==> config.mk <==
export PLATFORM = sky130hd
export DESIGN_NAME = asym_fifo_top
export DESIGN_NICKNAME = d
export VERILOG_FILES = /design/src/hw/fifo_pkg.sv /design/src/hw/asym_fifo_top.sv /design/src/hw/lane_ram.sv /design/src/hw/fifo_sync.sv /design/src/hw/fifo_asym_converter.sv /design/src/hw/fifo_level_ctrl.sv
export SDC_FILE = /design/constraint.sdc
export NUM_CORES = 1
export LEC_CHECK = 0
export BUFFER_PORTS_ARGS = -buffer_cell sky130_fd_sc_hd__buf_4
export CAP_MARGIN = 15
export CORE_MARGIN = 4
export CORE_UTILIZATION = 55
export CTS_CLUSTER_DIAMETER = 40
export DETAILED_ROUTE_END_ITERATION = 8
export PLACE_DENSITY = 0.67
export SETUP_SLACK_MARGIN = 0.4
export SYNTH_ARGS = -nofsm -noshare
export SYNTH_HDL_FRONTEND = slang
export SYNTH_SLANG_ARGS = --single-unit
==> constraint.sdc <==
create_clock -name clk_i -period 3.2 [get_ports clk_i]
set_input_delay 0.16 -clock clk_i [delete_from_list [all_inputs] [get_ports clk_i]]
set_output_delay 0.16 -clock clk_i [all_outputs]
set_load 0.005 [all_outputs]
==> src/hw/fifo_pkg.sv <==
`default_nettype none

package fifo_pkg;

   // item widths on the two sides
   localparam int W_DATA_W = 8;
   localparam int R_DATA_W = 32;

   // bytes per word and the pointer bits that pick a lane
   localparam int RATIO  = R_DATA_W / W_DATA_W;
   localparam int LANE_W = 2;

   // byte pointer, word address and level widths
   localparam int ADDR_W      = 6;
   localparam int WORD_ADDR_W = ADDR_W - LANE_W;
   localparam int LEVEL_W     = ADDR_W + 1;

   // capacity in bytes
   localparam int FIFO_BYTES = 2 ** ADDR_W;

   // level change per accepted write and per accepted read
   localparam int W_INCR = 1;
   localparam int R_INCR = RATIO;

   typedef logic [W_DATA_W-1:0]    wbyte_t;
   typedef logic [R_DATA_W-1:0]    rword_t;
   typedef logic [ADDR_W-1:0]      waddr_t;
   typedef logic [WORD_ADDR_W-1:0] raddr_t;
   typedef logic [WORD_ADDR_W-1:0] mem_addr_t;
   typedef logic [RATIO-1:0]       lane_mask_t;
   typedef logic [LEVEL_W-1:0]     level_t;

endpackage

`default_nettype wire
==> src/hw/asym_fifo_top.sv <==
`default_nettype none

module asym_fifo_top (
   input  logic             clk_i,
   input  logic             rst_n_i,

   // write side
   input  logic             w_en_i,
   input  fifo_pkg::wbyte_t w_data_i,
   output logic             w_full_o,

   // read side
   input  logic             r_en_i,
   output fifo_pkg::rword_t r_data_o,
   output logic             r_empty_o,

   output fifo_pkg::level_t level_o
);

   import fifo_pkg::*;

   lane_mask_t mem_w_en;
   mem_addr_t  mem_w_addr;
   rword_t     mem_w_data;
   lane_mask_t mem_r_en;
   mem_addr_t  mem_r_addr;
   rword_t     mem_r_data;

   fifo_sync u_fifo_sync (
      .clk_i           (clk_i),
      .rst_n_i         (rst_n_i),
      .w_en_i          (w_en_i),
      .w_data_i        (w_data_i),
      .w_full_o        (w_full_o),
      .r_en_i          (r_en_i),
      .r_data_o        (r_data_o),
      .r_empty_o       (r_empty_o),
      .ext_mem_w_en_o  (mem_w_en),
      .ext_mem_w_addr_o(mem_w_addr),
      .ext_mem_w_data_o(mem_w_data),
      .ext_mem_r_en_o  (mem_r_en),
      .ext_mem_r_addr_o(mem_r_addr),
      .ext_mem_r_data_i(mem_r_data),
      .level_o         (level_o)
   );

   lane_ram u_lane_ram (
      .clk_i   (clk_i),
      .w_en_i  (mem_w_en),
      .w_addr_i(mem_w_addr),
      .w_data_i(mem_w_data),
      .r_en_i  (mem_r_en),
      .r_addr_i(mem_r_addr),
      .r_data_o(mem_r_data)
   );

endmodule

`default_nettype wire

==> src/hw/lane_ram.sv <==
`default_nettype none

module lane_ram (
   input  logic                 clk_i,
   input  fifo_pkg::lane_mask_t w_en_i,
   input  fifo_pkg::mem_addr_t  w_addr_i,
   input  fifo_pkg::rword_t     w_data_i,
   input  fifo_pkg::lane_mask_t r_en_i,
   input  fifo_pkg::mem_addr_t  r_addr_i,
   output fifo_pkg::rword_t     r_data_o
);

   import fifo_pkg::*;

   // one word per address, split into byte lanes
   logic [RATIO-1:0][W_DATA_W-1:0] mem [2**WORD_ADDR_W];
   logic [RATIO-1:0][W_DATA_W-1:0] r_data_q;

   // each lane writes on its own enable
   always_ff @(posedge clk_i) begin
      for (int i = 0; i < RATIO; i++) begin
         if (w_en_i[i]) begin
            mem[w_addr_i][i] <= w_data_i[i*W_DATA_W +: W_DATA_W];
         end
      end
   end

   // registered read, lanes without enable keep their old byte
   always_ff @(posedge clk_i) begin
      for (int i = 0; i < RATIO; i++) begin
         if (r_en_i[i]) begin
            r_data_q[i] <= mem[r_addr_i][i];
         end
      end
   end

   assign r_data_o = r_data_q;

endmodule

`default_nettype wire

==> src/hw/fifo_sync.sv <==
`default_nettype none

module fifo_sync (
   input  logic                 clk_i,
   input  logic                 rst_n_i,

   // write side
   input  logic                 w_en_i,
   input  fifo_pkg::wbyte_t     w_data_i,
   output logic                 w_full_o,

   // read side
   input  logic                 r_en_i,
   output fifo_pkg::rword_t     r_data_o,
   output logic                 r_empty_o,

   // external memory port
   output fifo_pkg::lane_mask_t ext_mem_w_en_o,
   output fifo_pkg::mem_addr_t  ext_mem_w_addr_o,
   output fifo_pkg::rword_t     ext_mem_w_data_o,
   output fifo_pkg::lane_mask_t ext_mem_r_en_o,
   output fifo_pkg::mem_addr_t  ext_mem_r_addr_o,
   input  fifo_pkg::rword_t     ext_mem_r_data_i,

   output fifo_pkg::level_t     level_o
);

   import fifo_pkg::*;

   logic   w_en_int;
   logic   r_en_int;
   waddr_t w_addr;
   raddr_t r_addr;

   fifo_level_ctrl u_level_ctrl (
      .clk_i     (clk_i),
      .rst_n_i   (rst_n_i),
      .w_en_i    (w_en_i),
      .r_en_i    (r_en_i),
      .w_en_int_o(w_en_int),
      .r_en_int_o(r_en_int),
      .w_addr_o  (w_addr),
      .r_addr_o  (r_addr),
      .level_o   (level_o),
      .w_full_o  (w_full_o),
      .r_empty_o (r_empty_o)
   );

   // only accepted operations reach the memory
   fifo_asym_converter u_asym_converter (
      .clk_i           (clk_i),
      .rst_n_i         (rst_n_i),
      .w_en_i          (w_en_int),
      .w_addr_i        (w_addr),
      .w_data_i        (w_data_i),
      .r_en_i          (r_en_int),
      .r_addr_i        (r_addr),
      .ext_mem_r_data_i(ext_mem_r_data_i),
      .ext_mem_w_en_o  (ext_mem_w_en_o),
      .ext_mem_w_addr_o(ext_mem_w_addr_o),
      .ext_mem_w_data_o(ext_mem_w_data_o),
      .ext_mem_r_en_o  (ext_mem_r_en_o),
      .ext_mem_r_addr_o(ext_mem_r_addr_o),
      .r_data_o        (r_data_o)
   );

endmodule

`default_nettype wire

==> src/hw/fifo_asym_converter.sv <==
`default_nettype none

module fifo_asym_converter (
   input  logic                 clk_i,
   input  logic                 rst_n_i,
   input  logic                 w_en_i,
   input  fifo_pkg::waddr_t     w_addr_i,
   input  fifo_pkg::wbyte_t     w_data_i,
   input  logic                 r_en_i,
   input  fifo_pkg::raddr_t     r_addr_i,
   input  fifo_pkg::rword_t     ext_mem_r_data_i,
   output fifo_pkg::lane_mask_t ext_mem_w_en_o,
   output fifo_pkg::mem_addr_t  ext_mem_w_addr_o,
   output fifo_pkg::rword_t     ext_mem_w_data_o,
   output fifo_pkg::lane_mask_t ext_mem_r_en_o,
   output fifo_pkg::mem_addr_t  ext_mem_r_addr_o,
   output fifo_pkg::rword_t     r_data_o
);

   import fifo_pkg::*;

   logic [LANE_W-1:0] w_lane;
   logic              r_pending_q;
   rword_t            r_data_q;

   // low pointer bits pick the lane, upper bits the word
   assign w_lane           = w_addr_i[LANE_W-1:0];
   assign ext_mem_w_addr_o = w_addr_i[ADDR_W-1:LANE_W];

   // one-hot lane mask for the byte being written
   always_comb begin
      for (int i = 0; i < RATIO; i++) begin
         ext_mem_w_en_o[i] = w_en_i && (w_lane == LANE_W'(i));
      end
   end

   // byte copied into every lane, the mask selects the one that lands
   assign ext_mem_w_data_o = {RATIO{w_data_i}};

   // a read always takes the whole word
   assign ext_mem_r_en_o   = {RATIO{r_en_i}};
   assign ext_mem_r_addr_o = r_addr_i;

   // memory word arrives one cycle after the read, hold it until the next one
   always_ff @(posedge clk_i) begin
      if (!rst_n_i) begin
         r_pending_q <= 1'b0;
         r_data_q    <= '0;
      end else begin
         r_pending_q <= r_en_i;
         if (r_pending_q) begin
            r_data_q <= ext_mem_r_data_i;
         end
      end
   end

   assign r_data_o = r_data_q;

endmodule

`default_nettype wire

==> src/hw/fifo_level_ctrl.sv <==
`default_nettype none

module fifo_level_ctrl (
   input  logic             clk_i,
   input  logic             rst_n_i,
   input  logic             w_en_i,
   input  logic             r_en_i,
   output logic             w_en_int_o,
   output logic             r_en_int_o,
   output fifo_pkg::waddr_t w_addr_o,
   output fifo_pkg::raddr_t r_addr_o,
   output fifo_pkg::level_t level_o,
   output logic             w_full_o,
   output logic             r_empty_o
);

   import fifo_pkg::*;

   waddr_t w_addr_q;
   raddr_t r_addr_q;
   level_t level_q;
   level_t level_nxt;

   // accepted strobes, gated by the registered flags
   assign w_en_int_o = w_en_i & ~w_full_o;
   assign r_en_int_o = r_en_i & ~r_empty_o;

   // byte pointer and word pointer, both wrap naturally
   always_ff @(posedge clk_i) begin
      if (!rst_n_i) begin
         w_addr_q <= '0;
         r_addr_q <= '0;
      end else begin
         if (w_en_int_o) begin
            w_addr_q <= w_addr_q + waddr_t'(1);
         end
         if (r_en_int_o) begin
            r_addr_q <= r_addr_q + raddr_t'(1);
         end
      end
   end

   assign w_addr_o = w_addr_q;
   assign r_addr_o = r_addr_q;

   // next level from the four write/read cases
   always_comb begin
      case ({w_en_int_o, r_en_int_o})
         2'b10:   level_nxt = level_q + level_t'(W_INCR);
         2'b01:   level_nxt = level_q - level_t'(R_INCR);
         2'b11:   level_nxt = level_q + level_t'(W_INCR) - level_t'(R_INCR);
         default: level_nxt = level_q;
      endcase
   end

   // level and flags all move on the accepting edge
   always_ff @(posedge clk_i) begin
      if (!rst_n_i) begin
         level_q   <= '0;
         r_empty_o <= 1'b1;
         w_full_o  <= 1'b0;
      end else begin
         level_q   <= level_nxt;
         // not a whole word left to pop
         r_empty_o <= level_nxt < level_t'(R_INCR);
         w_full_o  <= level_nxt == level_t'(FIFO_BYTES);
      end
   end

   assign level_o = level_q;

endmodule

`default_nettype wire

* Word level (Yosys, flattened, before mapping)
Memories as Yosys holds them, arrays and structs flattened. A register that Yosys moved wholly into a read port is not among the register bits.
Index checks and enable logic that the tools add are counted.
** Storage, ports and cells
- Register bits :: 52
- Output and inout port bits :: 41
- Input bits :: 12
- Memories :: 1
- Bits in writable memories :: 512
- Logic and storage cells :: 39
** Cells by class
- Reduce and logical (&&, ||, !) cells :: 5
- Bitwise gates (word level) :: 4
- Equality and inequality tests :: 7
- Multiplexer cells :: 9
- Magnitude comparators :: 1
- $add $sub $neg :: 5
** Memory list
- u_lane_ram.mem :: words 16, bits a word 32, read ports 1, clocked after memory_dff 1, wr ports 1, line lane_ram.sv:16 : logic [RATIO-1:0][W_DATA_W-1:0] mem [2**WORD_ADDR_W];
** Operators by type and width (number)
- $pmux W7 S3 :: 1
- $sub A7 B3 Y7 const B :: 2
- $eq A2 B2 Y1 const B :: 4
- $mux W1 :: 8
- $add A7 B1 Y7 const B :: 1
- $eq A7 B7 Y1 const B :: 1
- $lt A7 B3 Y1 const B :: 1
- $add A6 B1 Y6 const B :: 1
- $add A4 B1 Y4 const B :: 1
- $eq A2 B1 Y1 const B :: 2
- $logic_and A1 B1 Y1 :: 4
- $and A1 B1 Y1 :: 2
- $logic_not A2 Y1 :: 1
- $not A1 Y1 :: 2

* Logic depth before layout (Yosys ltp)
Gate-level depths: netlist of run 1.
- Depth after elaboration :: 5
- Mapped depth :: 11
- Depth with buffers taken out :: 10

* By module
Synthesis of run 1 repeated with hierarchy kept, for this count alone.
** Unflattened totals
- Cells, all modules :: 1182
- Area total of the unflattened synthesis :: 23317.4 µm²
** By module, submodules not included
- lane_ram :: area each 20564.7 µm², seq. area each 16335.7 µm², cells an instance 905, times used 1
- fifo_asym_converter :: area each 1630.3 µm², seq. area each 660.6 µm², cells an instance 154, times used 1
- fifo_level_ctrl :: area each 1122.3 µm², seq. area each 380.4 µm², cells an instance 123, times used 1

* Least setup slack after synthesis of run 1
No wires, ideal clock.
- Path type :: register to register
- Start point :: register u_fifo_sync.u_level_ctrl.level_q[0], in the netlist u_fifo_sync.u_level_ctrl.level_o[0]
- End point :: register u_fifo_sync.u_level_ctrl.w_full_o
- Buffers on the path :: 1
- Setup slack :: 0.857 ns
- Setup time :: 0.086 ns
- Period minus slack after synthesis :: 2.343 ns
- Arrival time :: 2.257 ns
- Stages on the path, launching flop included :: 10
- Cell sequence :: dfxtp_1 > buf_2 > nand2_1 > or3_1 > nor2_1 > xnor2_1 > ha_1 > nand3b_1 > or4_1 > a211oi_1
** Between the ends
- Longest elaborated chain between the ends :: 4
** Ends and longest elaborated chain
- from (decl) :: line fifo_level_ctrl.sv:21 : level_t level_q;
- from (signal assigned) :: line fifo_level_ctrl.sv:63 : level_q <= level_nxt;
- $add A7 B1 Y7 :: line fifo_level_ctrl.sv:49, fifo_level_ctrl.sv:51
- $sub A7 B3 Y7 :: line fifo_level_ctrl.sv:51 : 2'b11: level_nxt = level_q + level_t'(W_INCR) - level_t'(R_INCR);
- $pmux W7 S3 * :: line fifo_level_ctrl.sv:48 : case ({w_en_int_o, r_en_int_o})
- $eq A7 B7 Y1 * :: line fifo_level_ctrl.sv:66 : w_full_o <= level_nxt == level_t'(FIFO_BYTES);
- to (signal assigned) :: line fifo_level_ctrl.sv:66
- to (decl) :: line fifo_level_ctrl.sv:13 : output logic w_full_o,
Mark *: on every way between the ends. The rest lies on a longest branch, timed or not.
A chain may end at the register's enable or synchronous reset.

* Worst setup path in the final report of run 1
- Start point :: register u_fifo_sync.u_level_ctrl.w_full_o
- End point :: register u_fifo_sync.u_level_ctrl.r_empty_o
** Between the ends
- Longest elaborated chain between the ends :: 5
** Ends and longest elaborated chain
- $not A1 Y1 * :: line fifo_level_ctrl.sv:25 : assign w_en_int_o = w_en_i & ~w_full_o;
- $and A1 B1 Y1 * :: line fifo_level_ctrl.sv:25
- $eq A2 B2 Y1 / $eq A2 B1 Y1 (equally long branches) :: line fifo_level_ctrl.sv:48
- $pmux W7 S3 * :: line fifo_level_ctrl.sv:48
- $lt A7 B3 Y1 * :: line fifo_level_ctrl.sv:65 : r_empty_o <= level_nxt < level_t'(R_INCR);
- to (signal assigned) :: line fifo_level_ctrl.sv:65
- to (decl) :: line fifo_level_ctrl.sv:14 : output logic r_empty_o
Marks and branches as above.

==> impl_metrics.yaml, run 1 <==
clock_tree:
  htree_num_levels: 3
  clock_latency_ns: 0.59
  tritoncts: "built"
  clkSlewWorstSetupHoldPaths_ns: 0.06
  tritoncts_num_sinks: 596
  tritoncts.num_buffers: 70
  cts.root.buffer_cell: "sky130_fd_sc_hd__clkbuf_16"
  max-clock-path-buffers: 3
  post_cts_buffers: 0
die:
  ioPinCount: 53
  dieWidth_um: 212
  die_height_um: 212
  initial_utilization_pct: 55.8
  die_area_sq_mm: 0.0448
  core_area_sq_mm: 0.0409
  floorplan.rows: 74
pwr:
  p_sw_share_pct: 22.2
  largest_vdd_supply_drop_mv: 0.454
  leakage_uw: 0.00841
  p_int_uw: 14500
  cellPowerDensity_mw_per_mm2: 701
  p_switching_uw: 4120
  clock_share_of_power_pct: 43.1
  power.share.combinational_pct: 9.5
  power.sequential.fraction_pct: 47.5
timing:
  fin_crit_sh_pct: 80.1
  timing.final.setup_violations: 0
  worst_margin_pin_slew_ns: 0.799
  whs_ns: -0.00453
  maxSlewViolCount: 0
  final_setup_margin_ns: 0.637
  timing_hold_violations_final: 2
  fmaxAchievable_ghz: 0.390
  timing.max_slew.rel_slack_pct: 46.6
  grt_setup_unrepaired: "false"
  layout_min_cycle_time_ns: 2.56
  fin_setup_tns_ns: 0
  final_clock_skew_ns: 0.0233
logic_synthesis:
  ys_seq_elements: 596
  synth_adder_area_share_pct: 0.384
  async_reset_ff_share_pct: 0
  synthTopCellsByArea: "sky130_fd_sc_hd__edfxtp_1 (72%), sky130_fd_sc_hd__mux4_2 (16%), sky130_fd_sc_hd__dfxtp_1 (4.6%)"
  synthCells: 1079
  synth_enable_flop_cells: 544
  net_count_of_the_mapped_netlist: 1098
  syn_area_per_cell_sq_um: 21.2
  syn-cell-area_sq_mm: 0.0228
  synth_cell_types: 39
  synth_top_family_by_area: "multiplexers"
  post-synth-top-area-cell: "sky130_fd_sc_hd__edfxtp_1"
  synth_warnings: 0
  most_used_flip_flop_cell_after_synthesis: "sky130_fd_sc_hd__edfxtp_1"
  synthDominantCellAreaShare_pct: 71.5
  synthSimpleGateAreaFrac_pct: 3.30
  synth-compound-area-share_pct: 0.756
  synth_mux_area_share_pct: 17.2
  synth_sequential_area_ratio_pct: 76.1
  synth_xor_area_share_pct: 0.690
detailed_routing:
  post_drt_via_cell_ratio: 6.00
  vias: 10800
  detail_route.drc_violations: 0
  dr.pass1.iters: 5
  antenna_violating_nets_post_route: 0
  wl_per_cell_um: 25.9
  detailedRoute.firstIterationViolations: 1031
  wirelength_mm: 46.7
global_route:
  grt_first_pass_wirelength_mm: 70.8
  antenna_found_initial: 0
  grt_use_met3_pct: 4.25
  grt.total_usage_pct: 21.4
  grtUsageMet1_pct: 32.0
  first_global_vias: 11000
  grt_start_max_net_pins: 65
  grt_util_met2_pct: 33.0
  grt.busiest_layer: "met2"
  global_route.overflow_total: 0
setup_path:
  worst_setup_path_startpoint: "u_fifo_sync.u_level_ctrl.w_full_o"
  critical_path_peak_fanout: 6
  cp-start-kind: "flop"
  worst_ep_arrival_time_ns: 3.06
  critical_path.max_stage_delay_ns: 0.41
  timing.critical_path.mode_cell: "sky130_fd_sc_hd__xnor2_1"
  critical_path.endpoint_type: "flop"
  crit_required_ns: 3.69
  path_class: "reg2reg"
  critPathSlowestCell: "sky130_fd_sc_hd__or3_1"
  crit_path_cells: "nand2b_2 -> or3_1 -> nor2_1 -> xnor2_1 -> ha_1 -> nand3b_1 -> xor2_1 -> xnor2_1 -> nand4b_1 -> o31ai_1"
  critical_path.reg2reg.startpoint: "u_fifo_sync.u_level_ctrl.w_full_o"
cells_and_area:
  drive_above_1_share_pct: 31.8
  area_delta_synth_final_pct: 16.2
  post-route-util_pct: 64.8
  final_net_count: 1232
  finalNonFillerCells: 1802
placement:
  buffer_ports.inserted: 52
  finalWeightedCongestion: 0.790
  post-place-cells: 1672
  dp.final_hpwl_mm: 26.4
  post-place-ws_ns: 0.535
worst_hold_path:
  hold_start: "w_en_i"
  min_path_type: "in2reg"
run:
  maxCapViolCount: 0
status:
  violated_checks: "hold timing"
  status: "finished, violations left"
[per-stage QoR]
| stage | instance area, sq um | total power (uW) |
|---|---|---|
| floorplan | 22800 | 10300 |
| global placement | 24100 | 10800 |
| detailed placement | 24100 | 10800 |
| CTS | 26500 | 18800 |
| global route | 26500 | 19300 |
| finish | 26500 | 18600 |
[synthesized netlist by cell type, drive strengths merged, types with 2 or more instances]
library cell and count:
nand3 10, a31oi 2, nand3b 2, nor2 111
edfxtp 544, xor2 9, nand4 2, o31ai 2
nand2b 2, a21oi 5, a211oi 3, a211o 2
o211ai 3, mux4 160, or3 3, or4 2
nor2b 7, nor3 6, buf 33, inv 7
mux2i 32, ha 7, xnor2 9, clkbuf 27
nand2 27, dfxtp 52
[critical path, delay by kind of cell (launching register included)]
kind,cells,cell delay (ns)
AND/OR/NAND/NOR,5,1.15
XOR/XNOR,3,0.58
flip-flops,1,0.34
AO/OA/AOI/OAI,1,0.22
adder cells (fa/ha/maj),1,0.18
[logic make-up (layout without fill, tap and decap cells)]
logic type      Yosys count  in the layout
xor+xnor                 18             18
other cells               0              1
simple gates            177            177
buf+inv                  67            257
compound gates           22             22
flops                   596            596
mux                     192            192
fa+ha+maj                 7              7
[final timing paths]
check	to	slack (ns)	depth (start not counted)
max	u_fifo_sync.u_level_ctrl.r_empty_o	0.64	10
max reg2reg	u_fifo_sync.u_level_ctrl.r_empty_o	0.64	10
min reg2reg	u_fifo_sync.u_asym_converter.r_data_o[4]	0.48	2
min	u_fifo_sync.u_level_ctrl.level_o[1]	-0.005	4
[routing by layer]
metal | routed length [um] | vias to the layer above
met5 | 0 | -
li1 | - | 4675
met1 | 20000 | 5692
met3 | 3200 | 65
met2 | 22500 | 381
met4 | 959 | 0
[power by group through the flow]
stage | Combinational, uW | Clock, uW | Sequential, uW
floorplan | 1350 | 0 | 8910
global placement | 1780 | 0 | 8980
detailed placement | 1800 | 0 | 8990
CTS | 1800 | 8160 | 8820
global route | 1910 | 8510 | 8840
finish | 1760 | 8000 | 8820
[cell type report]
cell class | count | area (sq um)
sequential | 596 | 17400
fill | 2735 | 14400
multi-input combinational | 416 | 5100
clock buffer | 84 | 1880
timing repair buffer | 122 | 981
tap | 532 | 666
clock inverter | 44 | 490
inverter | 7 | 26.3
antenna | 1 | 2.50
[flip-flops by register name, indices dropped and copies added (netlist names)]
signal                                    count
u_fifo_sync.u_asym_converter.r_data_o        32
u_fifo_sync.u_level_ctrl.r_addr_o             4
u_fifo_sync.u_level_ctrl.w_full_o             1
u_fifo_sync.u_level_ctrl.w_addr_o             6
u_fifo_sync.u_asym_converter.r_pending_q      1
u_lane_ram.r_data_o                          32
u_fifo_sync.u_level_ctrl.level_o              7
u_fifo_sync.u_level_ctrl.r_empty_o            1
u_lane_ram.mem                              512
[cell usage in the layout (no fill, tap or decap), types with 2 or more instances in the layout]
master | synthesis | final
sky130_fd_sc_hd__inv_2 | 0 | 2
sky130_fd_sc_hd__or3_1 | 3 | 3
sky130_fd_sc_hd__inv_6 | 0 | 7
sky130_fd_sc_hd__clkbuf_16 | 0 | 72
sky130_fd_sc_hd__clkinv_2 | 0 | 7
sky130_fd_sc_hd__buf_4 | 2 | 116
sky130_fd_sc_hd__mux2i_1 | 32 | 32
sky130_fd_sc_hd__xor2_1 | 9 | 9
sky130_fd_sc_hd__nor2_1 | 111 | 111
sky130_fd_sc_hd__clkbuf_8 | 0 | 3
sky130_fd_sc_hd__clkinv_4 | 0 | 2
sky130_fd_sc_hd__nor3_1 | 6 | 6
sky130_fd_sc_hd__xnor2_1 | 9 | 9
sky130_fd_sc_hd__a31oi_1 | 2 | 2
sky130_fd_sc_hd__o211ai_1 | 3 | 3
sky130_fd_sc_hd__nor2b_1 | 7 | 7
sky130_fd_sc_hd__dfxtp_2 | 0 | 6
sky130_fd_sc_hd__a211o_1 | 2 | 2
sky130_fd_sc_hd__mux4_2 | 160 | 160
sky130_fd_sc_hd__or4_1 | 2 | 2
sky130_fd_sc_hd__bufinv_16 | 0 | 8
sky130_fd_sc_hd__buf_12 | 0 | 5
sky130_fd_sc_hd__a211oi_1 | 3 | 3
sky130_fd_sc_hd__inv_8 | 0 | 3
sky130_fd_sc_hd__nand3_1 | 10 | 10
sky130_fd_sc_hd__dfxtp_1 | 52 | 44
sky130_fd_sc_hd__dfxtp_4 | 0 | 2
sky130_fd_sc_hd__o31ai_1 | 2 | 2
sky130_fd_sc_hd__edfxtp_1 | 544 | 544
sky130_fd_sc_hd__clkbuf_1 | 27 | 9
sky130_fd_sc_hd__inv_1 | 7 | 5
sky130_fd_sc_hd__clkinvlp_4 | 0 | 7
sky130_fd_sc_hd__nand4_1 | 2 | 2
sky130_fd_sc_hd__clkinv_1 | 0 | 9
sky130_fd_sc_hd__nand2_1 | 27 | 27
sky130_fd_sc_hd__a21oi_1 | 5 | 5
sky130_fd_sc_hd__nand3b_1 | 2 | 2
sky130_fd_sc_hd__ha_1 | 7 | 7
[what timing repair did]
item / 4_1_cts / 5_1_grt
setup endpoints to repair: 0 / 2
hold buffers: 1 / 0
hold endpoints to repair: 3 / 0
gates resized for setup: 0 / 4
Note: power is estimated with default switching activity, not from simulation.
==> inputs of run 2 (changes only) <==
--- a/config.mk
+++ b/config.mk
@@ -11,7 +11,7 @@
 export CORE_UTILIZATION = 55
 export CTS_CLUSTER_DIAMETER = 40
 export DETAILED_ROUTE_END_ITERATION = 8
-export PLACE_DENSITY = 0.67
+export PLACE_DENSITY = 0.7
 export SETUP_SLACK_MARGIN = 0.4
 export SYNTH_ARGS = -nofsm -noshare
 export SYNTH_HDL_FRONTEND = slang
==> constraint.sdc (replaced) <==
create_clock -name clk_i -period 2.1 [get_ports clk_i]
set_input_delay 0.105 -clock clk_i [delete_from_list [all_inputs] [get_ports clk_i]]
set_output_delay 0.105 -clock clk_i [all_outputs]
set_load 0.005 [all_outputs]
==> run 2 against run 1 <==
Effect of this change: the flow finishes with violations (setup timing); die area is the same; critical path type unchanged; combinational power up 150%; utilization up 5.2 points; non-clock buffer count up 90; critical path depth did not move; final cell count is 4.6% higher; sequential share of layout area fell by 4.8 points; cell area increased by 8.0%; clock skew is 0.0028 ns lower; clock-buffer cell count rose by 2.
==> impl_metrics.yaml, run 2 (synthesis gave the netlist of run 1 again) <==
status:
  status: "finished, violations left"
  violated_checks: "setup timing"
global_route:
  antenna_found_initial: 0
  grt.total_usage_pct: 22.8
  first_global_vias: 11600
  grt_first_pass_wirelength_mm: 75.1
  global_route.overflow_total: 0
  grt_start_max_net_pins: 65
timing:
  timing.final.setup_violations: 30
  final_setup_margin_ns: -0.225
  fmaxAchievable_ghz: 0.430
  timing_hold_violations_final: 0
  worst_margin_pin_slew_ns: 0.742
  layout_min_cycle_time_ns: 2.32
  fin_setup_tns_ns: -1.05
  timing.max_slew.rel_slack_pct: 50.5
  final_clock_skew_ns: 0.0205
  maxSlewViolCount: 0
  grt_setup_unrepaired: "true"
  whs_ns: 0.0948
  fin_crit_sh_pct: 111
setup_path:
  critical_path_buf_inv_count: 0
  path_class: "reg2reg"
  critPathSlowestCell: "sky130_fd_sc_hd__or3_4"
  cp-start-kind: "flop"
  critical_path.top_delay_family: "simple AND/OR/NAND/NOR gates"
  crit_path_cells: "nand2b_4 -> or3_4 -> nor2_4 -> xnor2_2 -> ha_1 -> nand3b_1 -> xor2_1 -> xnor2_1 -> nand4b_1 -> a211oi_1"
  worst_ep_arrival_time_ns: 2.81
  crit_required_ns: 2.58
  critical_path.endpoint_type: "flop"
  critical_path_peak_fanout: 3
  critical_path.max_stage_delay_ns: 0.38
pwr:
  leakage_uw: 0.00914
  p_total_uw: 29200
  largest_vdd_supply_drop_mv: 0.653
  cellPowerDensity_mw_per_mm2: 1020
clock_tree:
  clock_latency_ns: 0.58
  tritoncts: "built"
  clkSlewWorstSetupHoldPaths_ns: 0.06
  tritoncts.num_buffers: 68
  tritoncts_num_sinks: 596
  max-clock-path-buffers: 3
  cts.root.buffer_cell: "sky130_fd_sc_hd__clkbuf_16"
  htree_num_levels: 3
placement:
  finalWeightedCongestion: 0.800
  buffer_ports.inserted: 52
  dpl_cell_area_sq_mm: 0.0247
  dp.final_hpwl_mm: 27.0
  post-place-ws_ns: -0.0680
cells_and_area:
  final_net_count: 1320
  final_cell_mix: "sky130_fd_sc_hd__edfxtp_1 (544), sky130_fd_sc_hd__mux4_2 (160), sky130_fd_sc_hd__buf_4 (104), sky130_fd_sc_hd__clkbuf_16 (77), sky130_fd_sc_hd__nor2_1 (55)"
  layout.filler_cells: 2348
  design_area_sq_mm: 0.0287
  largest_register_ffs: 512
  area_delta_synth_final_pct: 25.5
  largest_register: "u_lane_ram.mem"
  drive_above_1_share_pct: 42.8
  most_common_library_cell_in_the_layout_ignoring_fill_and_taps: "sky130_fd_sc_hd__edfxtp_1"
  antennaDiodeCount: 0
die:
  dieWidth_um: 212
  die_area_sq_mm: 0.0448
  die_height_um: 212
  core_area_sq_mm: 0.0409
  floorplan.rows: 74
  ioPinCount: 53
  initial_utilization_pct: 55.8
detailed_routing:
  vias: 11400
  met3_wirelength_mm: 3.81
  top_layer_used: "met4"
  wl_per_cell_um: 27.5
  met2WireLength_mm: 25.7
  detail_route.drc_violations: 0
  post_drt_via_cell_ratio: 6.08
  dr.pass1.iters: 5
  wirelength_mm: 51.9
  met1_length_mm: 20.8
  detailedRoute.firstIterationViolations: 1240
  antenna_violating_nets_post_route: 0
worst_hold_path:
  min_path_type: "in2reg"
run:
  maxCapViolCount: 0
[run 2: changes by cell type in the layout (fill, tap and decap cells not counted), moves of 7 or more]
cell	before	now
sky130_fd_sc_hd__nor2_1	111	55
sky130_fd_sc_hd__buf_6	0	35
sky130_fd_sc_hd__buf_12	5	41
sky130_fd_sc_hd__buf_8	0	9
sky130_fd_sc_hd__buf_16	0	14
sky130_fd_sc_hd__nand2_1	27	13
sky130_fd_sc_hd__nand2_2	0	10
sky130_fd_sc_hd__nor2_2	0	12
sky130_fd_sc_hd__buf_4	116	104
sky130_fd_sc_hd__nor2_4	0	44
sky130_fd_sc_hd__nor2b_1	7	0
[run 2: final timing paths]
check                                          from                                   endpoint  slack, ns  cells after the start
setup / recovery  u_fifo_sync.u_level_ctrl.w_full_o          u_fifo_sync.u_level_ctrl.w_full_o      -0.22                     10
hold / removal                          w_data_i[6]                     u_lane_ram.mem[13][14]       0.09                      1
setup reg to reg  u_fifo_sync.u_level_ctrl.w_full_o          u_fifo_sync.u_level_ctrl.w_full_o      -0.22                     10
hold reg to reg             u_lane_ram.r_data_o[10]  u_fifo_sync.u_asym_converter.r_data_o[10]       0.49                      2
[run 2: per-stage QoR]
| stage | utilization, % | std cells |
|---|---|---|
| after floorplan | - | 1079 |
| after global placement | 60.4 | 1692 |
| after detailed placement | 60.4 | 1692 |
| after CTS | 68.1 | 1857 |
| after global routing | 70.0 | 1884 |
| final | 70.0 | 1884 |
[run 2: cell type report]
class / count / area (sq um) / share of cell area (%)
clock buffers: 86 / 1850 / 6.46
clock inverters: 35 / 342 / 1.19
inverters: 7 / 28.8 / 0.100
multi-input cells: 416 / 5670 / 19.8
flip-flops and latches: 596 / 17400 / 60.7
well taps: 532 / 666 / 2.32
repair buffers: 212 / 2700 / 9.41
[run 2: power breakdown]
part | leakage, uW | switching (uW) | internal [uW]
combinational | 0.00274 | 1890 | 2430
sequential | 0.00533 | 156 | 13200
clock | 0.00107 | 4600 | 6900
total | 0.00914 | 6650 | 22600
[run 2: per-layer routing]
layer / GRT usage [%] / up-vias
met1: 32.0 / 5978
met3: 4.48 / 113
li1: - / 4854
met4: 7.13 / 0
met5: 0 / -
met2: 37.1 / 502
[run 2: what timing repair did]
action / 4_1_cts / 5_1_grt
resized for setup: 59 / 106
pin swaps: 16 / 39
endpoints found under the hold margin: 19 / 0
setup endpoints to repair: 519 / 422
cloned: 10 / 6
hold buffers: 3 / 0
setup buffers: 31 / 21
==> inputs of run 3 (changes only) <==
--- a/config.mk
+++ b/config.mk
@@ -15,4 +15,5 @@
 export SETUP_SLACK_MARGIN = 0.4
 export SYNTH_ARGS = -nofsm -noshare
 export SYNTH_HDL_FRONTEND = slang
+export SYNTH_HIERARCHICAL = 1
 export SYNTH_SLANG_ARGS = --single-unit
==> run 3 against run 2 <==
Effect of this change: the run still ends with setup timing left; via count increased by 2.4%; non-clock buffer count fell by 19; final cell count rose by 3.4%; power increased by 4.4%; sequential power hardly changed; fmax grew 9.0%; die area up 2.0%.
==> impl_metrics.yaml, run 3 <==
timing:
  fin_crit_sh_pct: 102
  fin_setup_tns_ns: -0.0542
  timing.max_slew.rel_slack_pct: 50.7
  timing_hold_violations_final: 0
  worst_margin_pin_slew_ns: 0.739
  layout_min_cycle_time_ns: 2.13
  final_clock_skew_ns: 0.0271
  grt_setup_unrepaired: "true"
  fmaxAchievable_ghz: 0.469
  maxSlewViolCount: 0
  timing.final.setup_violations: 2
  final_setup_margin_ns: -0.0330
placement:
  dp.final_hpwl_mm: 27.2
  finalWeightedCongestion: 0.827
  buffer_ports.inserted: 52
setup_path:
  critical_path.top_delay_family: "simple AND/OR/NAND/NOR gates"
  worst_ep_arrival_time_ns: 2.62
  critical_path.endpoint_type: "flop"
  critical_path_peak_fanout: 4
  cp-start-kind: "flop"
  path_class: "reg2reg"
  critical_path.max_stage_delay_ns: 0.34
  critPathSlowestCell: "sky130_fd_sc_hd__dfxtp_2"
  worst_setup_path_startpoint: "u_fifo_sync/u_level_ctrl/level_o[0]"
  crit_path_cells: "ha_4 -> and3b_1 -> nand2_2 -> xor2_1 -> ha_2 -> nand3b_1 -> a2111oi_4 -> a41oi_2 -> mux2i_2 -> nor4_2"
  critical_path.reg2reg.startpoint: "u_fifo_sync/u_level_ctrl/level_o[0]"
  critical_path_buf_inv_count: 0
  crit_required_ns: 2.58
global_route:
  first_global_vias: 12100
  grt_start_max_net_pins: 66
  global_route.overflow_total: 0
  grt_first_pass_wirelength_mm: 76.6
  grt.total_usage_pct: 22.2
  antenna_found_initial: 0
pwr:
  cellPowerDensity_mw_per_mm2: 1060
  leakage_uw: 0.00942
  largest_vdd_supply_drop_mv: 0.664
  p_total_uw: 30500
cells_and_area:
  area_delta_synth_final_pct: 22.9
  final_cell_mix: "sky130_fd_sc_hd__edfxtp_1 (544), sky130_fd_sc_hd__mux4_2 (128), sky130_fd_sc_hd__buf_4 (114), sky130_fd_sc_hd__clkbuf_16 (81), sky130_fd_sc_hd__and2_4 (60)"
  largest_register: "u_lane_ram/mem"
  layout.filler_cells: 2607
  final-seq-area_sq_mm: 0.0174
  most_common_library_cell_in_the_layout_ignoring_fill_and_taps: "sky130_fd_sc_hd__edfxtp_1"
  largest_register_ffs: 512
  drive_above_1_share_pct: 42.3
  final_net_count: 1364
  multi_input_area_sq_mm: 0.00578
die:
  ioPinCount: 53
  initial_utilization_pct: 55.6
  die_area_sq_mm: 0.0458
  die_height_um: 214
  floorplan.rows: 75
  core_area_sq_mm: 0.0419
  dieWidth_um: 214
logic_synthesis:
  post-synth-top-count-cell: "sky130_fd_sc_hd__edfxtp_1"
  synthTopCellsByCount: "sky130_fd_sc_hd__edfxtp_1 (544), sky130_fd_sc_hd__mux4_2 (128), sky130_fd_sc_hd__and2_1 (70)"
  syn-cell-area_sq_mm: 0.0233
  ys_seq_elements: 596
  synth_cell_types: 45
  synthDominantCellAreaShare_pct: 70.1
  synth_warnings: 6
  synth_enable_flop_cells: 544
  synth_sequential_area_ratio_pct: 74.5
  most_used_flip_flop_cell_after_synthesis: "sky130_fd_sc_hd__edfxtp_1"
  syn_area_per_cell_sq_um: 19.7
  synthCells: 1182
  synthTopCellsByArea: "sky130_fd_sc_hd__edfxtp_1 (70%), sky130_fd_sc_hd__mux4_2 (12%), sky130_fd_sc_hd__dfxtp_1 (4.5%)"
  async_reset_ff_share_pct: 0
  post-synth-top-area-cell: "sky130_fd_sc_hd__edfxtp_1"
  net_count_of_the_mapped_netlist: 1198
clock_tree:
  tritoncts: "built"
  tritoncts_num_sinks: 596
  clkSlewWorstSetupHoldPaths_ns: 0.05
  clock_latency_ns: 0.59
  htree_num_levels: 3
  cts.root.buffer_cell: "sky130_fd_sc_hd__clkbuf_16"
  max-clock-path-buffers: 3
  tritoncts.num_buffers: 76
detailed_routing:
  wirelength_mm: 51.3
  antenna_violating_nets_post_route: 0
  post_drt_via_cell_ratio: 6.02
  dr.pass1.iters: 5
  wl_per_cell_um: 26.3
  vias: 11700
  detailedRoute.firstIterationViolations: 1147
  detail_route.drc_violations: 0
worst_hold_path:
  min_path_type: "in2reg"
  hold_start: "r_en_i"
status:
  status: "finished, violations left"
  violated_checks: "setup timing"
run:
  maxCapViolCount: 0
==> run 3: cell types whose count changed in the layout (fill, tap and decap cells not counted), sizes merged, moves of 18 or more <==
cell / before / now
nand2: 27 / 45
and2: 1 / 71
mux4: 160 / 128
nor2: 111 / 24
a22oi: 0 / 64
nor2b: 7 / 34
==> run 3: per-layer routing <==
| metal | vias to the layer above | track usage [%] | share of wire, % | wire length [um] |
|---|---|---|---|---|
| li1 | 5046 | - | - | - |
| met1 | 6093 | 31.7 | 41 | 21200 |
| met2 | 491 | 35.4 | 49 | 25200 |
| met3 | 90 | 4.78 | 7.1 | 3640 |
| met4 | 0 | 6.55 | 2.5 | 1270 |
| met5 | - | 0 | 0 | 0 |
==> run 3: cell families after synthesis <==
family | share of synthesized area (%)
flops | 74.5
simple gates | 5.07
mux | 13.9
buf+inv | 2.98
compound gates | 2.59
xor+xnor | 0.751
fa+ha+maj | 0.215
==> run 3: worst register-to-register path: cells and delay by family, from the launching register on <==
| kind | cells | cell delay [ns] |
|---|---|---|
| flops | 1 | 0.34 |
| fa+ha+maj | 2 | 0.36 |
| simple gates | 4 | 0.64 |
| compound gates | 2 | 0.33 |
| mux | 1 | 0.22 |
| xor+xnor | 1 | 0.16 |
==> run 3: where the power goes <==
group	switching (uW)	internal [uW]
Sequential	188	13300
Combinational	1780	2200
Clock	4990	8080
Total	6960	23500
==> run 3: layout make-up <==
type / instances / share of cell area (%)
Timing Repair Buffer: 193 / 7.75
Multi-Input combinational cell: 477 / 20.2
Clock buffer: 90 / 7.04
Inverter: 4 / 0.0524
Tap cell: 539 / 2.35
Clock inverter: 48 / 1.95
Antenna cell: 1 / 0.00873
Sequential cell: 596 / 60.7
==> run 3: path summary, 6_finish.rpt <==
check                                              endpoint  slack, ns  cells past startpoint
hold / removal          u_fifo_sync/u_level_ctrl/level_o[3]       0.07                      4
setup reg to reg          u_fifo_sync/u_level_ctrl/w_full_o      -0.03                     10
hold reg to reg   u_fifo_sync/u_asym_converter/r_data_o[27]       0.50                      2
setup / recovery          u_fifo_sync/u_level_ctrl/w_full_o      -0.03                     10
==> run 3: what timing repair did <==
action | 4_1_cts | 5_1_grt
gates resized for setup | 139 | 52
setup endpoints to repair | 552 | 546
pin swaps | 43 | 28
buffers inserted | 38 | 11
endpoints found under the hold margin | 24 | 0
cloned | 8 | 2
hold buffers | 1 | 0
==> run 3: through the flow <==
| step | hold slack (ns) | instance area, sq um | cells | setup WS (ns) | util (%) |
|---|---|---|---|---|---|
| final | 0.0663 | 28700 | 1948 | -0.0330 | 68.3 |
| after global routing | 0.0542 | 28700 | 1947 | -0.173 | 68.3 |
| after CTS | 0.0281 | 28300 | 1934 | -0.0535 | 67.5 |
| after detailed placement | 0.478 | 24800 | 1749 | -0.0407 | 59.0 |
| after global placement | 0.478 | 24800 | 1749 | -0.00496 | 59.0 |
| after floorplan | 0.170 | 23600 | 1182 | -0.0180 | - |
